===== config.mk =====
export PLATFORM = sky130hd
export DESIGN_NAME = pid_lock_top
export DESIGN_NICKNAME = d
export VERILOG_FILES = /design/src/verilog/host_regs_pkg.sv /design/src/verilog/pid_types_pkg.sv /design/src/verilog/pid_param_if.sv /design/src/verilog/pid_lock_top.sv /design/src/verilog/pid_core.sv /design/src/verilog/pid_param_regs.sv /design/src/verilog/oversample_filter.sv
export SDC_FILE = /design/constraint.sdc
export NUM_CORES = 2
export LEC_CHECK = 0
export ABC_AREA = 0
export BUFFER_PORTS_ARGS = -buffer_cell sky130_fd_sc_hd__buf_4
export CORE_MARGIN = 3
export CORE_UTILIZATION = 35
export DETAILED_ROUTE_END_ITERATION = 10
export SETUP_SLACK_MARGIN = 0.5
export SLEW_MARGIN = 20
export SYNTH_ARGS = -nofsm -noshare
export SYNTH_HDL_FRONTEND = slang
export SYNTH_HIERARCHICAL = 1
export SYNTH_SLANG_ARGS = --single-unit

===== constraint.sdc =====
create_clock -name clk_in -period 24 [get_ports clk_in]
set_clock_uncertainty 0.1 [all_clocks]
set_input_delay 1.2 -clock clk_in [delete_from_list [all_inputs] [get_ports clk_in]]
set_output_delay 1.2 -clock clk_in [all_outputs]
set_load 0.02 [all_outputs]

===== src/verilog/host_regs_pkg.sv =====
`default_nettype none

////////////////////////////////////////////////////////////////////////////
// host register map
////////////////////////////////////////////////////////////////////////////

package host_regs_pkg;

	localparam int w_host = 16;	// host write word, same as the coefficient width

	typedef logic [w_host-1:0] host_word_t;	// host write data

	// register addresses, one opcode per host write target
	typedef enum logic [2:0] {
		addr_setpoint  = 3'd0,	// shadow setpoint
		addr_p_coef    = 3'd1,	// shadow p coefficient
		addr_i_coef    = 3'd2,	// shadow i coefficient
		addr_d_coef    = 3'd3,	// shadow d coefficient
		addr_update_en = 3'd4,	// bit 0 arms the update pulse
		addr_clear     = 3'd5	// any write clears pid history
	} host_addr_t;

	localparam int update_en_bit = 0;	// enable bit inside the addr_update_en word

endpackage : host_regs_pkg

`default_nettype wire


===== src/verilog/pid_types_pkg.sv =====
`default_nettype none

////////////////////////////////////////////////////////////////////////////
// datapath widths and types shared by the filter and the PID core
////////////////////////////////////////////////////////////////////////////

package pid_types_pkg;

	// widths
	localparam int w_adc  = 16;	// raw adc word and filtered sample
	localparam int w_coef = 16;	// setpoint and p, i, d coefficients
	localparam int w_out  = 48;	// pid output accumulator, wide to keep clear of overflow

	// sample and coefficient words
	typedef logic signed [w_adc-1:0]  adc_sample_t;	// adc / filter sample
	typedef logic signed [w_coef-1:0] coef_t;	// setpoint or coefficient
	typedef logic signed [w_out-1:0]  pid_out_t;	// pid output word

	// core sequencing
	typedef enum logic [1:0] {
		st_idle,	// wait for a filtered sample
		st_compute,	// hold for the compute latency
		st_send,	// output valid this cycle
		st_done	// shift output and errors into history
	} pid_state_t;

endpackage : pid_types_pkg

`default_nettype wire

===== src/verilog/pid_param_if.sv =====
`default_nettype none

////////////////////////////////////////////////////////////////////////////
// active pid parameters from the register block to the core
////////////////////////////////////////////////////////////////////////////

interface pid_param_if;
	import pid_types_pkg::*;

	coef_t setpoint;	// active lock setpoint
	coef_t p_coef;	// proportional
	coef_t i_coef;	// integral
	coef_t d_coef;	// derivative
	logic  clear;	// one-cycle history wipe

	// register block side
	modport regs (
		output setpoint, p_coef, i_coef, d_coef, clear
	);

	// pid core side
	modport core (
		input setpoint, p_coef, i_coef, d_coef, clear
	);

endinterface : pid_param_if

`default_nettype wire


===== src/verilog/pid_lock_top.sv =====
`default_nettype none

module pid_lock_top #(
	parameter int                   OS_LOG        = 2,	// 4 samples per block
	parameter int                   COMP_LATENCY  = 1,	// core compute cycles
	parameter pid_types_pkg::coef_t SETPOINT_INIT = 16'sd0,
	parameter pid_types_pkg::coef_t P_COEF_INIT   = 16'sd10,
	parameter pid_types_pkg::coef_t I_COEF_INIT   = 16'sd3,
	parameter pid_types_pkg::coef_t D_COEF_INIT   = 16'sd0
) (
	input  logic                       clk_in,
	input  logic                       reset_in,
	input  pid_types_pkg::adc_sample_t adc_data,	// raw adc sample
	input  logic                       adc_valid,	// sample strobe
	input  host_regs_pkg::host_addr_t  host_addr,	// host register select
	input  host_regs_pkg::host_word_t  host_data,	// host write data
	input  logic                       host_we,	// host write strobe
	input  logic                       update,	// apply shadows
	output pid_types_pkg::pid_out_t    pid_data,	// servo output
	output logic                       pid_valid	// output strobe
);
	import pid_types_pkg::*;

	adc_sample_t filt_data;	// block mean, filter to core
	logic        filt_valid;

	pid_param_if params_if ();	// active parameter set

	oversample_filter #(
		.OS_LOG(OS_LOG)
	) filter_i (
		.clk_in    (clk_in),
		.reset_in  (reset_in),
		.adc_data  (adc_data),
		.adc_valid (adc_valid),
		.filt_data (filt_data),
		.filt_valid(filt_valid)
	);

	pid_param_regs #(
		.SETPOINT_INIT(SETPOINT_INIT),
		.P_COEF_INIT  (P_COEF_INIT),
		.I_COEF_INIT  (I_COEF_INIT),
		.D_COEF_INIT  (D_COEF_INIT)
	) regs_i (
		.clk_in   (clk_in),
		.reset_in (reset_in),
		.host_addr(host_addr),
		.host_data(host_data),
		.host_we  (host_we),
		.update   (update),
		.params   (params_if.regs)
	);

	pid_core #(
		.COMP_LATENCY(COMP_LATENCY)
	) core_i (
		.clk_in    (clk_in),
		.reset_in  (reset_in),
		.filt_data (filt_data),
		.filt_valid(filt_valid),
		.params    (params_if.core),
		.pid_data  (pid_data),
		.pid_valid (pid_valid)
	);

endmodule : pid_lock_top

`default_nettype wire


===== src/verilog/pid_core.sv =====
`default_nettype none

module pid_core #(
	parameter int COMP_LATENCY = 1	// cycles spent in compute, at least 1
) (
	input  logic                       clk_in,
	input  logic                       reset_in,
	input  pid_types_pkg::adc_sample_t filt_data,	// filtered sample
	input  logic                       filt_valid,	// sample strobe
	pid_param_if.core                  params,	// active setpoint, coefficients, clear
	output pid_types_pkg::pid_out_t    pid_data,	// clamped pid output
	output logic                       pid_valid	// high in st_send only
);
	import pid_types_pkg::*;

	localparam int w_err  = w_adc + 1;	// setpoint minus sample needs one more bit
	localparam int w_k    = w_coef + 2;	// -p - 2d needs two more bits
	localparam int w_prod = w_err + w_k;	// full product width
	localparam int w_cnt  = (COMP_LATENCY > 1) ? $clog2(COMP_LATENCY) : 1;

	localparam pid_out_t max_out = {1'b0, {(w_out-1){1'b1}}};	// largest positive
	localparam pid_out_t min_out = {1'b1, {(w_out-1){1'b0}}};	// most negative

	////////////////////////////////////////////////////////////////////////////
	// signals
	////////////////////////////////////////////////////////////////////////////

	adc_sample_t sample;	// latched input sample

	logic signed [w_err-1:0] e_cur;	// current error
	logic signed [w_err-1:0] e_prev1;	// error one sample back
	logic signed [w_err-1:0] e_prev2;	// error two samples back

	logic signed [w_k-1:0] k1;
	logic signed [w_k-1:0] k2;
	logic signed [w_k-1:0] k3;

	logic signed [w_prod-1:0] prod1;
	logic signed [w_prod-1:0] prod2;
	logic signed [w_prod-1:0] prod3;

	pid_out_t delta_u;	// velocity-form increment
	pid_out_t u_prev;	// last output sent
	pid_out_t u_cur;	// unclamped new output
	pid_out_t u_clamp;	// rail picked by the sign of u_prev
	logic     overflow;

	pid_state_t       state;
	pid_state_t       next_state;
	logic [w_cnt-1:0] counter;	// cycles spent in compute

	////////////////////////////////////////////////////////////////////////////
	// datapath
	////////////////////////////////////////////////////////////////////////////

	assign e_cur = w_err'(params.setpoint) - w_err'(sample);

	// z-transform coefficients
	assign k1 = w_k'(params.p_coef) + w_k'(params.i_coef) + w_k'(params.d_coef);
	assign k2 = -w_k'(params.p_coef) - (w_k'(params.d_coef) <<< 1);
	assign k3 = w_k'(params.d_coef);

	assign prod1 = w_prod'(k1) * w_prod'(e_cur);
	assign prod2 = w_prod'(k2) * w_prod'(e_prev1);
	assign prod3 = w_prod'(k3) * w_prod'(e_prev2);

	assign delta_u = w_out'(prod1) + w_out'(prod2) + w_out'(prod3);
	assign u_cur   = delta_u + u_prev;

	// same-sign operands giving an opposite-sign sum
	assign overflow = (delta_u[w_out-1] == u_prev[w_out-1])
		&& (u_cur[w_out-1] != u_prev[w_out-1]);
	assign u_clamp  = u_prev[w_out-1] ? min_out : max_out;

	assign pid_data  = overflow ? u_clamp : u_cur;
	assign pid_valid = (state == st_send);

	// samples outside st_idle are dropped
	always_ff @(posedge clk_in) begin
		if (filt_valid && (state == st_idle)) begin
			sample <= filt_data;
		end
	end

	// history, wiped by clear
	always_ff @(posedge clk_in) begin
		if (reset_in || params.clear) begin
			u_prev  <= '0;
			e_prev1 <= '0;
			e_prev2 <= '0;
		end else if (state == st_done) begin
			u_prev  <= pid_data;
			e_prev1 <= e_cur;
			e_prev2 <= e_prev1;
		end
	end

	////////////////////////////////////////////////////////////////////////////
	// sequencing FSM
	////////////////////////////////////////////////////////////////////////////

	always_ff @(posedge clk_in) begin
		if (reset_in) begin
			state   <= st_idle;
			counter <= '0;
		end else begin
			state <= next_state;
			if ((state != st_compute) || (next_state != st_compute)) begin
				counter <= '0;	// restart on every state change
			end else begin
				counter <= counter + w_cnt'(1);
			end
		end
	end

	always_comb begin
		next_state = state;	// hold by default
		case (state)
			st_idle: begin
				if (filt_valid) begin
					next_state = st_compute;
				end
			end
			st_compute: begin
				if (counter == w_cnt'(COMP_LATENCY - 1)) begin
					next_state = st_send;
				end
			end
			st_send: next_state = st_done;
			st_done: next_state = st_idle;
			default: next_state = st_idle;
		endcase
	end

endmodule : pid_core

`default_nettype wire


===== src/verilog/pid_param_regs.sv =====
`default_nettype none

module pid_param_regs #(
	parameter pid_types_pkg::coef_t SETPOINT_INIT = 16'sd0,	// active setpoint after reset
	parameter pid_types_pkg::coef_t P_COEF_INIT   = 16'sd10,	// active p after reset
	parameter pid_types_pkg::coef_t I_COEF_INIT   = 16'sd3,	// active i after reset
	parameter pid_types_pkg::coef_t D_COEF_INIT   = 16'sd0	// active d after reset
) (
	input  logic                      clk_in,
	input  logic                      reset_in,
	input  host_regs_pkg::host_addr_t host_addr,	// register select
	input  host_regs_pkg::host_word_t host_data,	// write data
	input  logic                      host_we,	// one-cycle write strobe
	input  logic                      update,	// shadow to active pulse
	pid_param_if.regs                 params	// active set to the core
);
	import pid_types_pkg::*;
	import host_regs_pkg::*;

	////////////////////////////////////////////////////////////////////////////
	// shadow registers, written by the host
	////////////////////////////////////////////////////////////////////////////

	coef_t sp_shadow;
	coef_t p_shadow;
	coef_t i_shadow;
	coef_t d_shadow;
	logic  update_en;	// arms the update pulse
	logic  clear_q;	// registered clear pulse

	// host data is as wide as a coefficient
	always_ff @(posedge clk_in) begin
		if (reset_in) begin
			sp_shadow <= SETPOINT_INIT;
			p_shadow  <= P_COEF_INIT;
			i_shadow  <= I_COEF_INIT;
			d_shadow  <= D_COEF_INIT;
			update_en <= 1'b0;
			clear_q   <= 1'b0;
		end else begin
			clear_q <= host_we && (host_addr == addr_clear);	// high for one cycle
			if (host_we) begin
				case (host_addr)
					addr_setpoint:  sp_shadow <= coef_t'(host_data);
					addr_p_coef:    p_shadow  <= coef_t'(host_data);
					addr_i_coef:    i_shadow  <= coef_t'(host_data);
					addr_d_coef:    d_shadow  <= coef_t'(host_data);
					addr_update_en: update_en <= host_data[update_en_bit];
					default:        ;	// clear handled above
				endcase
			end
		end
	end

	////////////////////////////////////////////////////////////////////////////
	// active set
	////////////////////////////////////////////////////////////////////////////

	coef_t sp_act;
	coef_t p_act;
	coef_t i_act;
	coef_t d_act;

	// all four copied together, ignored while disabled
	always_ff @(posedge clk_in) begin
		if (reset_in) begin
			sp_act <= SETPOINT_INIT;
			p_act  <= P_COEF_INIT;
			i_act  <= I_COEF_INIT;
			d_act  <= D_COEF_INIT;
		end else if (update && update_en) begin
			sp_act <= sp_shadow;
			p_act  <= p_shadow;
			i_act  <= i_shadow;
			d_act  <= d_shadow;
		end
	end

	assign params.setpoint = sp_act;
	assign params.p_coef   = p_act;
	assign params.i_coef   = i_act;
	assign params.d_coef   = d_act;
	assign params.clear    = clear_q;

endmodule : pid_param_regs

`default_nettype wire


===== src/verilog/oversample_filter.sv =====
`default_nettype none

module oversample_filter #(
	parameter int OS_LOG = 2	// log2 of samples per block
) (
	input  logic                       clk_in,
	input  logic                       reset_in,
	input  pid_types_pkg::adc_sample_t adc_data,	// raw sample
	input  logic                       adc_valid,	// one strobe per sample
	output pid_types_pkg::adc_sample_t filt_data,	// block mean
	output logic                       filt_valid	// pulse per block
);
	import pid_types_pkg::*;

	localparam int w_acc = w_adc + OS_LOG;	// room for the full block sum

	////////////////////////////////////////////////////////////////////////////
	// accumulator
	////////////////////////////////////////////////////////////////////////////

	logic signed [w_acc-1:0] acc;	// running block sum
	logic signed [w_acc-1:0] acc_next;	// sum including the current sample
	logic signed [w_acc-1:0] mean_wide;	// sum / 2^OS_LOG, still wide
	logic [OS_LOG-1:0]       cnt;	// samples taken so far in the block
	logic                    last;	// current sample closes the block

	assign acc_next  = acc + w_acc'(adc_data);	// sign extended add
	assign mean_wide = acc_next >>> OS_LOG;	// floor division
	assign last      = (cnt == '1);

	// block sum and sample count
	always_ff @(posedge clk_in) begin
		if (reset_in) begin
			acc        <= '0;
			cnt        <= '0;
			filt_valid <= 1'b0;
		end else begin
			filt_valid <= 1'b0;	// default low, single pulse
			if (adc_valid) begin
				cnt <= cnt + OS_LOG'(1);	// wraps to 0 after the last sample
				if (last) begin
					acc        <= '0;	// restart for the next block
					filt_valid <= 1'b1;
				end else begin
					acc <= acc_next;
				end
			end
		end
	end

	////////////////////////////////////////////////////////////////////////////
	// output sample
	////////////////////////////////////////////////////////////////////////////

	// mean fits the adc width by construction
	always_ff @(posedge clk_in) begin
		if (adc_valid && last) begin
			filt_data <= mean_wide[w_adc-1:0];
		end
	end

endmodule : oversample_filter

`default_nettype wire


; ---- Word-level counts from Yosys, hierarchy flattened
; Index checks and enable logic that the tools add are counted.
[classes]
reduce_logical = 16
bitwise_logic = 1
mux = 7
n_mul = 3
shift = 0
addsub = 11
n_eq_ne = 13
n_lt_le_gt_ge = 0
div_mod_pow = 0
[op_table]
columns = op, n
row1 = 2-to-1 mux 48 bit, 2
row2 = multiplier 18 x 17 -> 35 bit, 2
row3 = adder 48 bit, 1
row4 = adder 36 x 33 -> 37 bit, 1
row5 = adder 35 x 35 -> 36 bit, 1
row6 = multiplier 16 x 17 -> 33 bit, 1
row7 = adder 17 x 16 -> 18 bit, 1
row8 = adder 18 x 16 -> 18 bit, 1
row9 = 2-to-1 mux 18 bit, 1
row10 = negator 16 -> 18 bit, 1
row11 = subtractor 18 x 17 -> 18 bit, 1
row12 = adder 16 x 16 -> 17 bit, 1
row13 = subtractor 16 x 16 -> 17 bit, 1
row14 = AND reduction 2 bit, 5
row15 = one-hot mux 2 bit (4 select lines), 1
row16 = == test 2 bit (second input constant), 3
row17 = == test 3 x 2 -> 1 bit (second input constant), 2
row18 = == test 3 bit (second input constant), 2
row19 = logical AND 1 bit, 5
row20 = 2-to-1 mux 2 bit, 2
row21 = != test 2 x 1 -> 1 bit (second input constant), 2
row22 = OR reduction 2 bit, 2
row23 = == test 3 x 1 -> 1 bit (second input constant), 1
row24 = zero test 3 bit, 1
row25 = other kinds (9), 10
[word_totals]
output_inout_bits = 49
rom_bits = 0
input_bits = 40
ff_bits = 268
ramBits = 0
memories = 0
latchBits = 0

; ---- Depth between registers and ports, before layout
[logic_depth]
ltp_word = 9
depth_mapped = 56

; ---- By module
; The synthesis kept the hierarchy.
[modules_own_cells]
columns = mod, n_inst, area_per_inst_um2, seq_area_each_um2, cells_per_inst
row1 = pid_core, 1, 44174.9, 2182.1, 4964
row2 = pid_param_regs, 1, 5345.1, 2602.5, 529
row3 = oversample_filter, 1, 2303.5, 900.9, 247

; ---- Worst setup path before layout
; OpenSTA, ideal clock, no wires.
[synth_timing]
path_kind = register to output
from = register regs_i.d_act[1], in the netlist regs_i/params.d_coef[1]
to = output port pid_data[11]
arrival_ns = 13.094
setup_slack_ns = 9.606
stages_incl_launch_ff = 52
required_ns = 22.700
path_cell_list = dfxtp_1 -> clkbuf_1 -> inv_1 -> fa_1 -> inv_1 -> ha_1 -> fa_1 -> a21o_1 -> a21oi_1 -> nand2b_1 -> a21oi_1 -> a211oi_1 -> nor2_1 -> a41oi_1 -> a31o_2 -> buf_2 -> nand2_1 -> fa_1 -> [... 16 more ...] -> and4_1 -> o31ai_2 -> and3_1 -> a311o_2 -> buf_2 -> inv_1 -> ha_1 -> a21oi_1 -> o21ai_1 -> a41o_1 -> a221o_1 -> a21oi_1 -> o31ai_2 -> or2_1 -> buf_6 -> clkbuf_1 -> o21ai_0 -> nand2_1
[synth_between]
elab_chain_len = 8
word_cells_on_any_way = 12
[synth_rtl]
columns = item, line_no
row1 = start: declaration, pid_param_regs.sv:62  ; coef_t d_act;
row2 = start signal: assignment, pid_param_regs.sv:75  ; d_act <= d_shadow;
row3 = subtractor 18 x 17 -> 18 bit or adder 17 x 16 -> 18 bit (tied branches), "pid_core.sv:60, pid_core.sv:59"
row4 = "multiplier 18 x 17 -> 35 bit, on equally long branches", "pid_core.sv:64, pid_core.sv:63"
row5 = adder 35 x 35 -> 36 bit, pid_core.sv:67  ; assign delta_u = w_out'(prod1) + w_out'(prod2) + w_out'(prod3);
row6 = adder 36 x 33 -> 37 bit *, pid_core.sv:67
row7 = adder 48 bit, pid_core.sv:68  ; assign u_cur = delta_u + u_prev;
row8 = != test 1 bit, pid_core.sv:72  ; && (u_cur[w_out-1] != u_prev[w_out-1]);
row9 = logical AND 1 bit, pid_core.sv:72
row10 = 2-to-1 mux 48 bit *, pid_core.sv:75  ; assign pid_data = overflow ? u_clamp : u_cur;
row11 = end: declaration, pid_lock_top.sv:19  ; output pid_types_pkg::pid_out_t pid_data,
; Every way passes the cells marked *; elsewhere a longest branch is shown, timed or not.

; ---- Worst setup path in the final report
[layout_timing]
from = register regs_i.d_act[1], in the netlist regs_i/params.d_coef[1]
to = output port pid_data[42]
; The elaborated chain is that of the path after synthesis.

==> impl_metrics.csv <==
group,metric,value,unit
min_path,hp-class,"register to register",
final_layout,nNetsFinal,7150,
critical_path,slowest_delay,0.89,ns
logic_synthesis,ys_ff_latch,268,
sta,period_needed,17.62,ns
placed_design,dp_hpwl,132,mm
sta,setup_tns,0,ns
sta,rsz0062_at_grt,"no",
final_layout,regArea,5690,µm²
cts,cts_resized,0,
cts,tritoncts,"built",
sta,fmax,0.0567,GHz
placed_design,portBuffers,88,
logic_synthesis,ys.flop_type,"dfxtp_1",
run_status,status,"complete, no violations",
floorplanning,start_util,0.354,
grt,grt_pass1_wl,246,mm
cts,cts_setup_buffers,0,
floorplanning,core-area,146000,µm²
logic_synthesis,synthCells,5740,
sta,tightest_slew,1.18,ns
logic_synthesis,synth_edf_count,32,
floorplanning,die_h,391,µm
critical_path,r2r-end,"core_i/u_prev[21]$_SDFFE_PP0N_",
cts,cts_sinks,268,
cts,cts.path.max_buffers,3,
power,power,1.48,mW
cts,cts_hold_buffers,0,
power,power_density,26.5,nW/µm²
critical_path,crit_type,"register to output pin",
critical_path,cp_max_fo,52,
grt,grt_max_degree,100,
sta,setup-violations-final,0,
sta,min_period_over_period,0.734,
grt,grt.overflow.total,0,
critical_path,crit_path_top_delay_cell,"xor2_1",
critical_path,startpoint_type,"register",
critical_path,crit_end,"pid_data[42]",
drt,wl_per_cell,20.8,µm
sta,slew_viol_final,0,
critical_path,rrSetupSlack,7.95,ns
sta,hold_ws,0.318,ns
logic_synthesis,syn-cell-area,51800,µm²
logic_synthesis,ys_warn_count,6,
critical_path,cp-end-kind,"output pin",
final_layout,drive_gt1_frac,0.0694,
sta,slew_headroom,0.210,
job,max_cap_viol_count,0,
cts,numCtsBuffers,36,
final_layout,fillers,14818,
logic_synthesis,yosysSeqAreaShare,0.110,
cts,clk_pin_slew,0.08,ns
logic_synthesis,synth_cell_type_count,100,
cts,htreeDepth,2,
cts,cts-root-buf,"clkbuf_16",
grt,grt_usage,0.211,
floorplanning,die_x,391,µm
critical_path,timing.rr.start,"regs_i/params.d_coef[1]$_SDFFE_PP0P_",
logic_synthesis,synth_async_sr_flop_share,0,
sta,finalHoldViolations,0,
drt,dr_total_vias,39195,
drt,drc,0,
drt,dr.pass1.iters,6,
critical_path,r2r_cells,46,
power,p_leak,27.7,nW
critical_path,worstPathRequired,22.70,ns
placed_design,gp_congestion,0.984,
cts,clk_latency,0.60,ns
grt,antenna_found_initial,2,
power,ir_drop,0.0000644,V
drt,dr.first_iter.drc_count,2678,
critical_path,startpoint,"regs_i/params.d_coef[1]$_SDFFE_PP0P_",
logic_synthesis,synth_nets,7197,
critical_path,crit_arrival,16.32,ns
logic_synthesis,avgSynthCellArea,9.03,µm²
final_layout,multi_input_area,40700,µm²
floorplanning,rows,140,
drt,detail_route.vias_per_cell,5.13,
final_layout,syn2layout_area_growth,7.92,%
grt,grt_pass1_vias,40954,
floorplanning,dieArea,153000,µm²
drt,wl,159,mm
floorplanning,io_pins,89,
drt,ant_nets,0,
critical_path,path_common_cell,"fa_1",
[power by group]
| part | leakage [nW] | switching, mW | internal, mW |
|---|---|---|---|
| registers | 2.20 | 0.00504 | 0.465 |
| logic | 24.9 | 0.260 | 0.165 |
| clock network | 0.608 | 0.242 | 0.348 |
[flip-flops by register name, summed over array words and instances, names as in the netlist, 17 cells and up]
| signal | flops |
|---|---|
| core_i/e_prev1 | 17 |
| core_i/e_prev2 | 17 |
| core_i/u_prev | 48 |
| filter_i/acc | 18 |
[cells in the mapped netlist, types with 10 or more instances]
master / number / area, µm²
edfxtp_1: 32 / 961
and3_1: 31 / 194
o21ai_0: 155 / 776
a21o_1: 63 / 473
xnor2_1: 104 / 911
buf_2: 28 / 140
a211oi_1: 22 / 165
nor2b_1: 38 / 238
xor2_1: 53 / 464
or2_2: 14 / 87.6
o31a_1: 10 / 87.6
o21bai_1: 14 / 105
o211ai_1: 15 / 113
a31oi_1: 12 / 75.1
fa_1: 1070 / 21400
mux2i_1: 80 / 801
mux2_2: 13 / 146
or3_1: 17 / 106
nand4_1: 16 / 100
dfxtp_1: 236 / 4720
o21a_1: 24 / 180
and2_1: 220 / 1380
nand2b_1: 108 / 676
a21oi_1: 268 / 1340
ha_1: 347 / 4340
inv_1: 1190 / 4470
a21bo_2: 60 / 601
o21ai_1: 11 / 55.1
nor2_1: 342 / 1280
nand3_1: 110 / 551
nor3_1: 32 / 160
nand2_1: 599 / 2250
clkbuf_1: 226 / 848
[metal layers]
layer | track usage | part of all wire
met5 | 0 | 0.000082
met4 | 0.0903 | 0.051
met3 | 0.0267 | 0.067
met2 | 0.354 | 0.48
met1 | 0.273 | 0.40
[worst max-delay path, delay by kind of cell (launching register included)]
family / cells / cell delay [ns]
buffers and inverters: 10 / 1.26
adder cells (fa/ha/maj): 14 / 6.53
AND/OR/NAND/NOR: 7 / 1.94
flip-flops: 1 / 0.85
XOR/XNOR: 1 / 0.89
AO/OA/AOI/OAI: 15 / 4.21
[final cells by class]
class,count,share of cell area
multi-input combinational,4008,0.727
sequential,268,0.102
inverter,1190,0.0799
tap,1917,0.0429
timing repair buffer,189,0.0255
clock buffer,45,0.0174
clock inverter,21,0.00530
antenna,1,0.0000447
[how the worst min path moves through the flow]
stage	from	end	slack (ns)	depth (start not counted)
6_report	filter_i/filt_data[4]$_DFFE_PP_	core_i/sample[4]$_DFFE_PP_	0.32	0
5_1_grt	filter_i/filt_data[4]$_DFFE_PP_	core_i/sample[4]$_DFFE_PP_	0.33	0
4_1_cts	filter_i/filt_data[1]$_DFFE_PP_	core_i/sample[1]$_DFFE_PP_	0.32	0
3_5_place_dp	filter_i/filt_data[1]$_DFFE_PP_	core_i/sample[1]$_DFFE_PP_	0.31	0
3_3_place_gp	filter_i/filt_data[4]$_DFFE_PP_	core_i/sample[4]$_DFFE_PP_	0.30	0
2_1_floorplan	filter_i/filt_data[0]$_DFFE_PP_	core_i/sample[0]$_DFFE_PP_	0.30	0
[cells by family (layout without fill, tap and decap cells)]
group,after synthesis,count (layout),share of synthesized area
other,1,2,0.0000724
AND/OR/NAND/NOR,1583,1583,0.145
flip-flops,268,268,0.110
buffers and inverters,1464,1445,0.108
adder cells (fa/ha/maj),1418,1418,0.497
AO/OA/AOI/OAI,755,755,0.0950
multiplexers,93,93,0.0183
XOR/XNOR,158,158,0.0270
[through the flow]
stage,setup WS [ns],cell area (µm²),util,instances
floorplan,9.61,51800,-,5740
global placement,7.13,54600,0.373,7571
detailed placement,7.08,54600,0.373,7572
CTS,6.41,55900,0.382,7638
global route,5.51,55900,0.382,7638
finish,6.38,55900,0.382,7639
[cells in the final DEF (no fill, tap or decap), types with 9 or more instances in the layout]
master | netlist | final
o21ai_0 | 155 | 155
a21oi_1 | 268 | 267
dfxtp_1 | 236 | 234
nand2_1 | 599 | 599
clkbuf_16 | 0 | 36
o21bai_1 | 14 | 14
inv_1 | 1190 | 1190
buf_4 | 8 | 188
nand3_1 | 110 | 110
a21o_1 | 63 | 63
o211ai_1 | 15 | 15
nor2_1 | 342 | 341
xor2_1 | 53 | 50
or3_1 | 17 | 17
o21a_1 | 24 | 24
and2_1 | 220 | 219
nor2b_1 | 38 | 38
fa_1 | 1070 | 1070
xnor2_1 | 104 | 98
ha_1 | 347 | 347
nor3_1 | 32 | 32
and3_1 | 31 | 31
a21bo_2 | 60 | 60
edfxtp_1 | 32 | 32
nand4_1 | 16 | 16
a211oi_1 | 22 | 22
a31o_2 | 9 | 9
or2_2 | 14 | 14
o21ai_1 | 11 | 11
o31a_1 | 10 | 10
mux2_2 | 13 | 13
a31oi_1 | 12 | 10
nand2b_1 | 108 | 108
mux2i_1 | 80 | 80
Note: power is estimated with default switching activity, not from simulation.
